`src/pipePkg.sv`:
```
`default_nettype none

package pipePkg;

    //////////////////////////////////////////////////
    // architectural sizes
    //////////////////////////////////////////////////

    // general purpose registers of the core
    localparam int gprCount = 32;

    // data or address word
    typedef logic [31:0] word;

    // register number, 0 means no write
    typedef logic [4:0] gprNum;

    //////////////////////////////////////////////////
    // load handling
    //////////////////////////////////////////////////

    // ldNone keeps the alu result
    typedef enum logic [2:0] {
        ldNone         = 3'd0,
        ldByteSigned   = 3'd1,
        ldByteUnsigned = 3'd2,
        ldHalfSigned   = 3'd3,
        ldHalfUnsigned = 3'd4,
        ldWord         = 3'd5
    } loadKind;

    // same memory word, seen as bytes or as halves
    typedef union packed {
        logic [3:0][7:0]  bytes;
        logic [1:0][15:0] halves;
    } memWord;

    //////////////////////////////////////////////////
    // stage payloads
    //////////////////////////////////////////////////

    // one executed instruction
    typedef struct packed {
        word     pc;
        gprNum   writeNum;
        word     aluData;
        // for loads aluData is unused
        loadKind kind;
        // byte or half select
        logic [1:0] addrLow;
    } exResult;

    // what the writeback stage needs
    typedef struct packed {
        word   pc;
        gprNum writeNum;
        word   data;
    } wbEntry;

    // debug trace of one cycle
    typedef struct packed {
        word        pc;
        logic [3:0] wen;
        gprNum      wnum;
        word        wdata;
    } traceInfo;

endpackage

`default_nettype wire

```
`src/resultStage.sv`:
```
`timescale 1ns/100ps
`default_nettype none

module resultStage (
    input  wire                   clk,
    input  wire                   rst,
    // offer from execute
    input  wire                   exValid_i,
    input  wire pipePkg::exResult exOp_i,
    input  wire pipePkg::memWord  memData_i,
    // interlock from writeback
    input  wire                   wbOkToChange_i,
    output logic                  exAllowin_o,
    // entry towards writeback
    output logic                  rsValid_o,
    output pipePkg::wbEntry       rsEntry_o
);

    //////////////////////////////////////////////////
    // interlock
    //////////////////////////////////////////////////

    logic            rsValid;
    pipePkg::wbEntry rsEntry;
    logic            accept;

    // empty, or the held entry moves on this cycle
    assign exAllowin_o = !rsValid || wbOkToChange_i;
    assign accept      = exValid_i && exAllowin_o;

    always_ff @(posedge clk) begin
        if (!rst) begin
            rsValid <= 1'b0;
        end else if (exAllowin_o) begin
            // bubble in when nothing is offered
            rsValid <= exValid_i;
        end
    end

    //////////////////////////////////////////////////
    // load alignment
    //////////////////////////////////////////////////

    logic [7:0]   selByte;
    logic [15:0]  selHalf;
    pipePkg::word loadData;

    // byte by full offset, half by upper offset bit
    assign selByte = memData_i.bytes[exOp_i.addrLow];
    assign selHalf = memData_i.halves[exOp_i.addrLow[1]];

    always_comb begin
        case (exOp_i.kind)
            pipePkg::ldByteSigned:   loadData = {{24{selByte[7]}}, selByte};
            pipePkg::ldByteUnsigned: loadData = {24'b0, selByte};
            pipePkg::ldHalfSigned:   loadData = {{16{selHalf[15]}}, selHalf};
            pipePkg::ldHalfUnsigned: loadData = {16'b0, selHalf};
            pipePkg::ldWord:         loadData = memData_i;
            // not a load
            default:                 loadData = exOp_i.aluData;
        endcase
    end

    // payload only moves on acceptance
    always_ff @(posedge clk) begin
        if (accept) begin
            rsEntry.pc       <= exOp_i.pc;
            rsEntry.writeNum <= exOp_i.writeNum;
            rsEntry.data     <= loadData;
        end
    end

    assign rsValid_o = rsValid;
    assign rsEntry_o = rsEntry;

    // halves are always naturally aligned
    halfAligned: assert property (@(posedge clk) disable iff (!rst)
        accept && (exOp_i.kind inside {pipePkg::ldHalfSigned, pipePkg::ldHalfUnsigned})
        |-> !exOp_i.addrLow[0]);

endmodule

`default_nettype wire

```
`src/writebackStage.sv`:
```
`timescale 1ns/100ps
`default_nettype none

module writebackStage (
    input  wire                  clk,
    input  wire                  rst,
    // from result stage
    input  wire                  rsValid_i,
    input  wire pipePkg::wbEntry rsEntry_i,
    // downstream allowin
    input  wire                  commitAllowin_i,
    output logic                 wbOkToChange_o,
    // forwarding and register file write
    output logic                 wbValid_o,
    output pipePkg::gprNum       wbWriteNum_o,
    output pipePkg::word         wbForwardData_o,
    output logic                 wbWriteEnable_o,
    // debug trace
    output pipePkg::traceInfo    trace_o
);

    //////////////////////////////////////////////////
    // segment register
    //////////////////////////////////////////////////

    logic            hasData;
    pipePkg::wbEntry entry;
    logic            needUpdate;
    logic            needClear;
    logic            retire;

    // empty or retiring this cycle
    assign wbOkToChange_o = !hasData || commitAllowin_i;
    assign retire         = hasData && commitAllowin_i;

    assign needUpdate = wbOkToChange_o && rsValid_i;
    // nothing arriving, so drop the old entry
    assign needClear  = wbOkToChange_o && !rsValid_i;

    always_ff @(posedge clk) begin
        if (!rst || needClear) begin
            entry <= '0;
        end else if (needUpdate) begin
            entry <= rsEntry_i;
        end
    end

    always_ff @(posedge clk) begin
        if (!rst) begin
            hasData <= 1'b0;
        end else if (wbOkToChange_o) begin
            hasData <= rsValid_i;
        end
    end

    //////////////////////////////////////////////////
    // forwarding and write
    //////////////////////////////////////////////////

    assign wbValid_o       = hasData;
    assign wbWriteNum_o    = entry.writeNum;
    assign wbForwardData_o = entry.data;
    // register 0 is never written
    assign wbWriteEnable_o = (|entry.writeNum) && retire;

    //////////////////////////////////////////////////
    // debug trace
    //////////////////////////////////////////////////

    pipePkg::traceInfo traceStage;

    // sampled on the register file write edge
    always_ff @(posedge clk) begin
        if (!rst) begin
            traceStage <= '0;
        end else begin
            traceStage.pc    <= entry.pc;
            traceStage.wen   <= {4{wbWriteEnable_o}};
            traceStage.wnum  <= entry.writeNum;
            traceStage.wdata <= entry.data;
        end
    end

    // trace shows up one cycle behind the write
    always_ff @(posedge clk) begin
        if (!rst) begin
            trace_o <= '0;
        end else begin
            trace_o <= traceStage;
        end
    end

    // a traced write always names a real register
    traceNoZero: assert property (@(posedge clk) disable iff (!rst)
        (|trace_o.wen) |-> (trace_o.wnum != '0));

    // held entry must not change under back-pressure
    holdStable: assert property (@(posedge clk) disable iff (!rst)
        hasData && !commitAllowin_i |=> hasData && $stable(entry));

endmodule

`default_nettype wire

```
`src/regFile.sv`:
```
`timescale 1ns/100ps
`default_nettype none

module regFile (
    input  wire                 clk,
    input  wire                 rst,
    // write port
    input  wire                 we_i,
    input  wire pipePkg::gprNum wNum_i,
    input  wire pipePkg::word   wData_i,
    // read ports
    input  wire pipePkg::gprNum rNumA_i,
    input  wire pipePkg::gprNum rNumB_i,
    output pipePkg::word        rDataA_o,
    output pipePkg::word        rDataB_o
);

    //////////////////////////////////////////////////
    // storage
    //////////////////////////////////////////////////

    pipePkg::word regs [pipePkg::gprCount];

    always_ff @(posedge clk) begin
        if (!rst) begin
            // whole file starts at zero
            for (int i = 0; i < pipePkg::gprCount; i++) begin
                regs[i] <= '0;
            end
        end else if (we_i && (wNum_i != '0)) begin
            // writes to register 0 are dropped
            regs[wNum_i] <= wData_i;
        end
    end

    //////////////////////////////////////////////////
    // reads
    //////////////////////////////////////////////////

    // combinational, no bypass here
    assign rDataA_o = regs[rNumA_i];
    assign rDataB_o = regs[rNumB_i];

    // register 0 stays hardwired to zero
    zeroReg: assert property (@(posedge clk) disable iff (!rst)
        regs[0] == '0);

endmodule

`default_nettype wire

```
`src/operandBypass.sv`:
```
`timescale 1ns/100ps
`default_nettype none

module operandBypass (
    input  wire pipePkg::gprNum  rNumA_i,
    input  wire pipePkg::gprNum  rNumB_i,
    // result stage, youngest
    input  wire                  rsValid_i,
    input  wire pipePkg::wbEntry rsEntry_i,
    // writeback stage
    input  wire                  wbValid_i,
    input  wire pipePkg::gprNum  wbWriteNum_i,
    input  wire pipePkg::word    wbForwardData_i,
    // architectural values
    input  wire pipePkg::word    rfDataA_i,
    input  wire pipePkg::word    rfDataB_i,
    output pipePkg::word         rdDataA_o,
    output pipePkg::word         rdDataB_o
);

    //////////////////////////////////////////////////
    // port a
    //////////////////////////////////////////////////

    always_comb begin
        if (rNumA_i == '0) begin
            // register 0 is hardwired
            rdDataA_o = '0;
        end else if (rsValid_i && (rsEntry_i.writeNum == rNumA_i)) begin
            // youngest in flight
            rdDataA_o = rsEntry_i.data;
        end else if (wbValid_i && (wbWriteNum_i == rNumA_i)) begin
            // written at the coming edge
            rdDataA_o = wbForwardData_i;
        end else begin
            rdDataA_o = rfDataA_i;
        end
    end

    //////////////////////////////////////////////////
    // port b
    //////////////////////////////////////////////////

    always_comb begin
        if (rNumB_i == '0) begin
            rdDataB_o = '0;
        end else if (rsValid_i && (rsEntry_i.writeNum == rNumB_i)) begin
            rdDataB_o = rsEntry_i.data;
        end else if (wbValid_i && (wbWriteNum_i == rNumB_i)) begin
            rdDataB_o = wbForwardData_i;
        end else begin
            // nothing newer in flight
            rdDataB_o = rfDataB_i;
        end
    end

endmodule

`default_nettype wire

```
`src/pipeTail.sv`:
```
`timescale 1ns/100ps
`default_nettype none

module pipeTail (
    input  wire                   clk,
    input  wire                   rst,
    // execute side
    input  wire                   exValid_i,
    input  wire pipePkg::exResult exOp_i,
    input  wire pipePkg::memWord  memData_i,
    output logic                  exAllowin_o,
    // commit side
    input  wire                   commitAllowin_i,
    // operand read ports
    input  wire pipePkg::gprNum   rdNumA_i,
    input  wire pipePkg::gprNum   rdNumB_i,
    output pipePkg::word          rdDataA_o,
    output pipePkg::word          rdDataB_o,
    // debug trace
    output pipePkg::traceInfo     trace_o
);

    //////////////////////////////////////////////////
    // stage wiring
    //////////////////////////////////////////////////

    logic            rsValid;
    pipePkg::wbEntry rsEntry;
    logic            wbOkToChange;
    logic            wbValid;
    pipePkg::gprNum  wbWriteNum;
    pipePkg::word    wbForwardData;
    logic            wbWriteEnable;
    pipePkg::word    rfDataA;
    pipePkg::word    rfDataB;

    resultStage uResult (
        .clk            (clk),
        .rst            (rst),
        .exValid_i      (exValid_i),
        .exOp_i         (exOp_i),
        .memData_i      (memData_i),
        .wbOkToChange_i (wbOkToChange),
        .exAllowin_o    (exAllowin_o),
        .rsValid_o      (rsValid),
        .rsEntry_o      (rsEntry)
    );

    writebackStage uWriteback (
        .clk             (clk),
        .rst             (rst),
        .rsValid_i       (rsValid),
        .rsEntry_i       (rsEntry),
        .commitAllowin_i (commitAllowin_i),
        .wbOkToChange_o  (wbOkToChange),
        .wbValid_o       (wbValid),
        .wbWriteNum_o    (wbWriteNum),
        .wbForwardData_o (wbForwardData),
        .wbWriteEnable_o (wbWriteEnable),
        .trace_o         (trace_o)
    );

    //////////////////////////////////////////////////
    // registers and operand reads
    //////////////////////////////////////////////////

    regFile uRegFile (
        .clk      (clk),
        .rst      (rst),
        .we_i     (wbWriteEnable),
        .wNum_i   (wbWriteNum),
        .wData_i  (wbForwardData),
        .rNumA_i  (rdNumA_i),
        .rNumB_i  (rdNumB_i),
        .rDataA_o (rfDataA),
        .rDataB_o (rfDataB)
    );

    // in-flight values override the register file
    operandBypass uBypass (
        .rNumA_i         (rdNumA_i),
        .rNumB_i         (rdNumB_i),
        .rsValid_i       (rsValid),
        .rsEntry_i       (rsEntry),
        .wbValid_i       (wbValid),
        .wbWriteNum_i    (wbWriteNum),
        .wbForwardData_i (wbForwardData),
        .rfDataA_i       (rfDataA),
        .rfDataB_i       (rfDataB),
        .rdDataA_o       (rdDataA_o),
        .rdDataB_o       (rdDataB_o)
    );

endmodule

`default_nettype wire

```
`config.mk`:
```
export PLATFORM = sky130hd
export DESIGN_NAME = pipeTail
export DESIGN_NICKNAME = d
export VERILOG_FILES = /design/src/pipePkg.sv /design/src/resultStage.sv /design/src/writebackStage.sv /design/src/regFile.sv /design/src/operandBypass.sv /design/src/pipeTail.sv
export SDC_FILE = /design/constraint.sdc
export NUM_CORES = 2
export LEC_CHECK = 0
export BUFFER_PORTS_ARGS = -buffer_cell sky130_fd_sc_hd__clkbuf_2
export CORE_ASPECT_RATIO = 1.4
export CORE_UTILIZATION = 28
export DETAILED_ROUTE_END_ITERATION = 8
export SYNTH_ARGS = -nofsm -noshare
export SYNTH_HDL_FRONTEND = slang
export SYNTH_HIERARCHICAL = 1
export SYNTH_SLANG_ARGS = --single-unit
```
`constraint.sdc`:
```
create_clock -name clk -period 5.1 [get_ports clk]
set_clock_uncertainty 0.1 [all_clocks]
set_input_delay 0.255 -clock clk [delete_from_list [all_inputs] [get_ports clk]]
set_output_delay 0.255 -clock clk [all_outputs]
set_load 0.02 [all_outputs]
```
### Word level (Yosys, flattened, before mapping)

Memories as Yosys holds them, arrays and structs flattened.
Index checks and enable logic that the tools add are counted.

* memories kept: 1
* bits in writable memories: 1024
* memory bits (read-only): 0
* register bits after elaboration: 280
* output and inout bits: 138
* bits in latches: 0
* bits of input ports: 120
* logic and storage cells: 67

* multiply operators: 0
* bitwise gates (word level): 0
* $lt $le $gt $ge: 2
* multiplexer cells: 18
* equality and inequality tests: 9
* div/mod/pow operators: 0
* add/sub/neg operators: 0
* reductions and logical operators: 21
* shifts and indexed selects: 0

Memory list
* uRegFile.regs: words 32, bits a word 32, rd ports 2, clocked after memory_dff 0, wr ports 32, RTL line regFile.sv:22 `pipePkg::word regs [pipePkg::gprCount];`

Operators by type and width (number)
* 32-bit two-way mux: 7
* 32-bit one-hot mux with 5 select lines: 1
* 16-bit two-way mux: 2
* 32-bit OR reduction: 1
* 5-bit == test: 4
* 8-bit binary-select mux with 2-bit select: 1
* 1-bit logical AND: 10
* 5-bit logical NOT: 2
* 8-bit two-way mux: 1
* 3-bit by 2-bit == test with 1-bit output, second input constant: 2
* 3-bit == test, second input constant: 2
* 1-bit two-way mux: 5
* 5-bit two-way mux: 1
* 5-bit nonzero test: 1
* 5-bit OR reduction: 1
* 3-bit by 1-bit == test with 1-bit output, second input constant: 1
* 1-bit logical NOT: 3
* 1-bit logical OR: 3
* 2-bit by 3-bit < comparator with 1-bit output, second input constant: 1
* 1-bit by 2-bit < comparator with 1-bit output, second input constant: 1

### Depth between registers and ports, before layout

* word-level depth: 8
* mapped depth: 10
* mapped depth without buffers: 8

### Hierarchy

Netlist, hierarchy kept.

Modules (own cells, without submodules)
* regFile: times used 1, cells each 4609, seq. area each 30749.5 sq um, area an instance 55715.9 sq um
* writebackStage: times used 1, cells each 508, seq. area each 4204.0 sq um, area an instance 6246.0 sq um
* resultStage: times used 1, cells each 278, seq. area each 2092.0 sq um, area an instance 3582.2 sq um
* operandBypass: times used 1, cells each 376, seq. area each 0.0 sq um, area an instance 2199.6 sq um

### Worst setup path before layout

Ideal clock, no wire load.

* kind: flip-flop to flip-flop
* start point: register uWriteback.entry, in the netlist uWriteback/wbWriteNum_o[1]
* end point: memory uRegFile/regs[24][0] (netlist bit) (enable)
* data required time: 4.534 ns
* cell stages (with the launch flop): 8
* setup slack: 0.985 ns
* setup time: 0.466 ns
* period minus slack after synthesis: 4.115 ns
* buffers on the path: 1
* arrival: 3.549 ns
* cells stage by stage: dfxtp_1 -> or4_1 -> nor2_1 -> nor2_1 -> nand2_1 -> or3_4 -> buf_6 -> o21ai_0

RTL lines
* start: declaration: RTL line writebackStage.sv:27 `pipePkg::wbEntry entry;`
* start signal: assignment: RTL line writebackStage.sv:44 `entry <= rsEntry_i;`
* end: declaration: RTL line regFile.sv:22

### Worst setup path after layout

* start point: register uWriteback.entry, in the netlist uWriteback/wbWriteNum_o[0]
* end point: output port rdDataB_o[24]

* longest elaborated chain between the ends: 5

RTL lines
* 5-bit == test: RTL line operandBypass.sv:49 `end else if (wbValid_i && (wbWriteNum_i == rNumB_i)) begin`
* 1-bit logical AND: RTL line operandBypass.sv:49
* 32-bit two-way mux: RTL line operandBypass.sv:49
* 32-bit two-way mux: RTL line operandBypass.sv:47 `end else if (rsValid_i && (rsEntry_i.writeNum == rNumB_i)) begin`
* 32-bit two-way mux: RTL line operandBypass.sv:45 `if (rNumB_i == '0) begin`
* end: declaration: RTL line pipeTail.sv:18 `output pipePkg::word rdDataB_o,`

No other way between the ends.

==> flow_summary.toml <==
[outcome]
status = "finished clean"

[cts]
cts.sinks = 1304
cts_buffers = 117
clock_latency_ns = 0.76
cts_max_level = 3
cts_buffer_depth = 3
clkSlewWorstSetupHoldPaths_ns = 0.07
cts_setup_buffers = 0
cts_root_buffer = "clkbuf_16"
tritoncts = "done"

[sta]
setup_violations = 0
slew_violations = 0
fin_crit_sh_pct = 85.7
setup_tns_ns = 0
fin_ws_ns = 0.731
slew_headroom_pct = 12.3
finalCriticalPeriod_ns = 4.37
grt_setup_unrepaired = "no"
worst_pin_slew_ns = 1.31
hold_viol_final = 0
fmax_mhz = 229

[yosys]
ys_warn_count = 6
yosys_register_bits = 1304
synth_compound_area_share_pct = 9.16
yosys.area_share.adder_pct = 0
synth_area_sq_mm = 0.0677
synth_ff_type = "edfxtp_1"
yosysSeqAreaShare_pct = 54.7
postSynthCellCount = 5771
synthMuxAreaShare_pct = 15.6
synth_cell_types = 61
async_reset_ff_share_pct = 0
synth-simple-area-share_pct = 16.0
synth_edf_count = 1093
synth_area_per_cell_sq_um = 11.7
synth_xor_area_share_pct = 0.272
synth_top_family_by_area = "simple AND/OR/NAND/NOR gates"

[route]
drt_drc_violations_left = 0
wl_per_cell_um = 25.1
drtPass1Iterations = 6
drt_iter0_drc = 4251
ant_nets = 0
vias = 48100
viasPerCell = 5.26
drt_wl_total_um = 230000

[layout]
drive_above_1_share_pct = 11.8
multi_input_area_sq_mm = 0.0285
nFillCells = 24200
regArea_sq_mm = 0.0370
final_cell_mix = "1131 x and2_1, 1093 x edfxtp_1, 1028 x mux2i_1"
fin_nets = 5952
design_area_sq_mm = 0.0773
layout_commonest_cell = "and2_1"
final_cells = 9158
syn_to_final_growth_pct = 14.1

[setup_path]
end_kind = "output port"
critPathMaxFanout = 33
path_class = "flop to output port"
worstPathArrival_ns = 4.01
required_ns = 4.74
crit_path_start_kind = "flop"

[floorplanning]
die_w_um = 418
die_area_sq_mm = 0.244
std_cell_rows = 213
start_util_pct = 28.2
die_h_um = 584
num_io_pins = 258
core-area_sq_mm = 0.240

[global_routing]
grt_max_degree = 80
grt_overflow_total = 0
grt_pass1_wl_um = 330000
first_global_vias = 48900
antenna_found_initial = 3
track_usage_pct = 18.1

[min_path]
min_path_type = "primary input to flop"

[place]
place_worst_setup_slack_ns = 1.39
portBuffers = 257
gp_congestion = 0.899
placed_area_sq_mm = 0.0724
placedCellCount = 8845
dp_hpwl_um = 149000

[flow_run]
max_cap_violations = 0

[pwr]
p_leak_nw = 29.8
irDropWorstVdd_mv = 0.291
power.density_mw_per_mm2 = 314
registers in the layout, indices dropped and copies added, names as in the netlist:
name	flops
uResult/rsValid_o	1
uWriteback/entry	32
uWriteback/wbWriteNum_o	5
uWriteback/trace_o	70
uWriteback/wbForwardData_o	32
uRegFile/regs	1024
uResult/rsEntry_o	69
uWriteback/traceStage	70
uWriteback/wbValid_o	1
synth_stat cells (66+ instances only):
cell	n	share of area, %
a21oi_1	222	1.6
and2_1	1134	10
or3_1	66	0.61
clkbuf_1	327	1.8
edfxtp_1	1093	48
nor3_1	128	0.95
nand3_1	198	1.5
a22o_1	192	2.5
buf_4	106	1.2
o21ai_0	86	0.64
nand2_1	259	1.4
mux2i_1	1028	15
buf_2	89	0.66
dfxtp_1	211	6.2
a22oi_1	199	2.2
per-layer routing:
| metal | track usage, % | wire, um | vias to the layer above |
|---|---|---|---|
| li1 | - | - | 21200 |
| met1 | 20.0 | 84300 | 24200 |
| met2 | 33.4 | 119000 | 2175 |
| met3 | 2.69 | 15300 | 568 |
| met4 | 9.12 | 11400 | 2 |
| met5 | 0 | 9 | - |
path summary, 6_finish.rpt:
check | startpoint | endpoint | slack (ns) | cells after the start
min | memData_i[23] | uResult/rsEntry_o[23]$_DFFE_PP_ | 0.04 | 3
min reg2reg | uWriteback/traceStage[48]$_SDFF_PN0_ | uWriteback/trace_o[48]$_SDFF_PN0_ | 0.34 | 1
max | uWriteback/wbWriteNum_o[0]$_SDFFE_PP0P_ | rdDataB_o[24] | 0.73 | 7
max reg2reg | uWriteback/wbWriteNum_o[3]$_SDFFE_PP0P_ | uRegFile/regs[21][2]$_SDFFCE_PN0P_ | 1.27 | 8
repair_timing:
| item | 4_1_cts | 5_1_grt |
|---|---|---|
| hold buffers | 92 | 1 |
| endpoints found under the hold margin | 75 | 1 |
| gates resized for setup | 0 | 0 |
report_power, final:
group,leakage (nW),internal [mW],switching (mW)
clock network,1.99,5.10,4.19
logic,14.9,0.951,1.85
registers,12.9,11.9,0.262
through the flow:
stage	power [mW]	hold WS, ns	util [%]
after CTS	24.3	0.00444	32.1
final	24.3	0.0360	32.2
after detailed placement	15.1	0.318	30.1
after floorplan	14.0	0.254	-
after global placement	15.0	0.318	30.1
after global routing	24.9	0.00104	32.2
worst max-delay path: stages, from the launching register on:
cell	delay, ns
dfxtp_1	0.72
xor2_2	0.18
buf_4	0.38
nand2b_1	0.85
buf_4	0.30
o21ai_0	0.09
a311oi_1	0.46
clkbuf_2	0.27
area by class of cell:
cell class	instances	share of cell area, %
inverters	6	0.0324
clock inverters	66	0.879
repair buffers	506	4.82
well taps	3225	5.22
clock buffers	152	4.27
diodes	2	0.00648
flip-flops and latches	1304	47.9
multi-input cells	3897	36.8
logic make-up after synthesis:
group	count (synthesis)
other	1
XOR/XNOR	21
buffers and inverters	601
AO/OA/AOI/OAI	895
multiplexers	1044
flip-flops	1304
AND/OR/NAND/NOR	1905
Power figures use the tool's default switching activity.
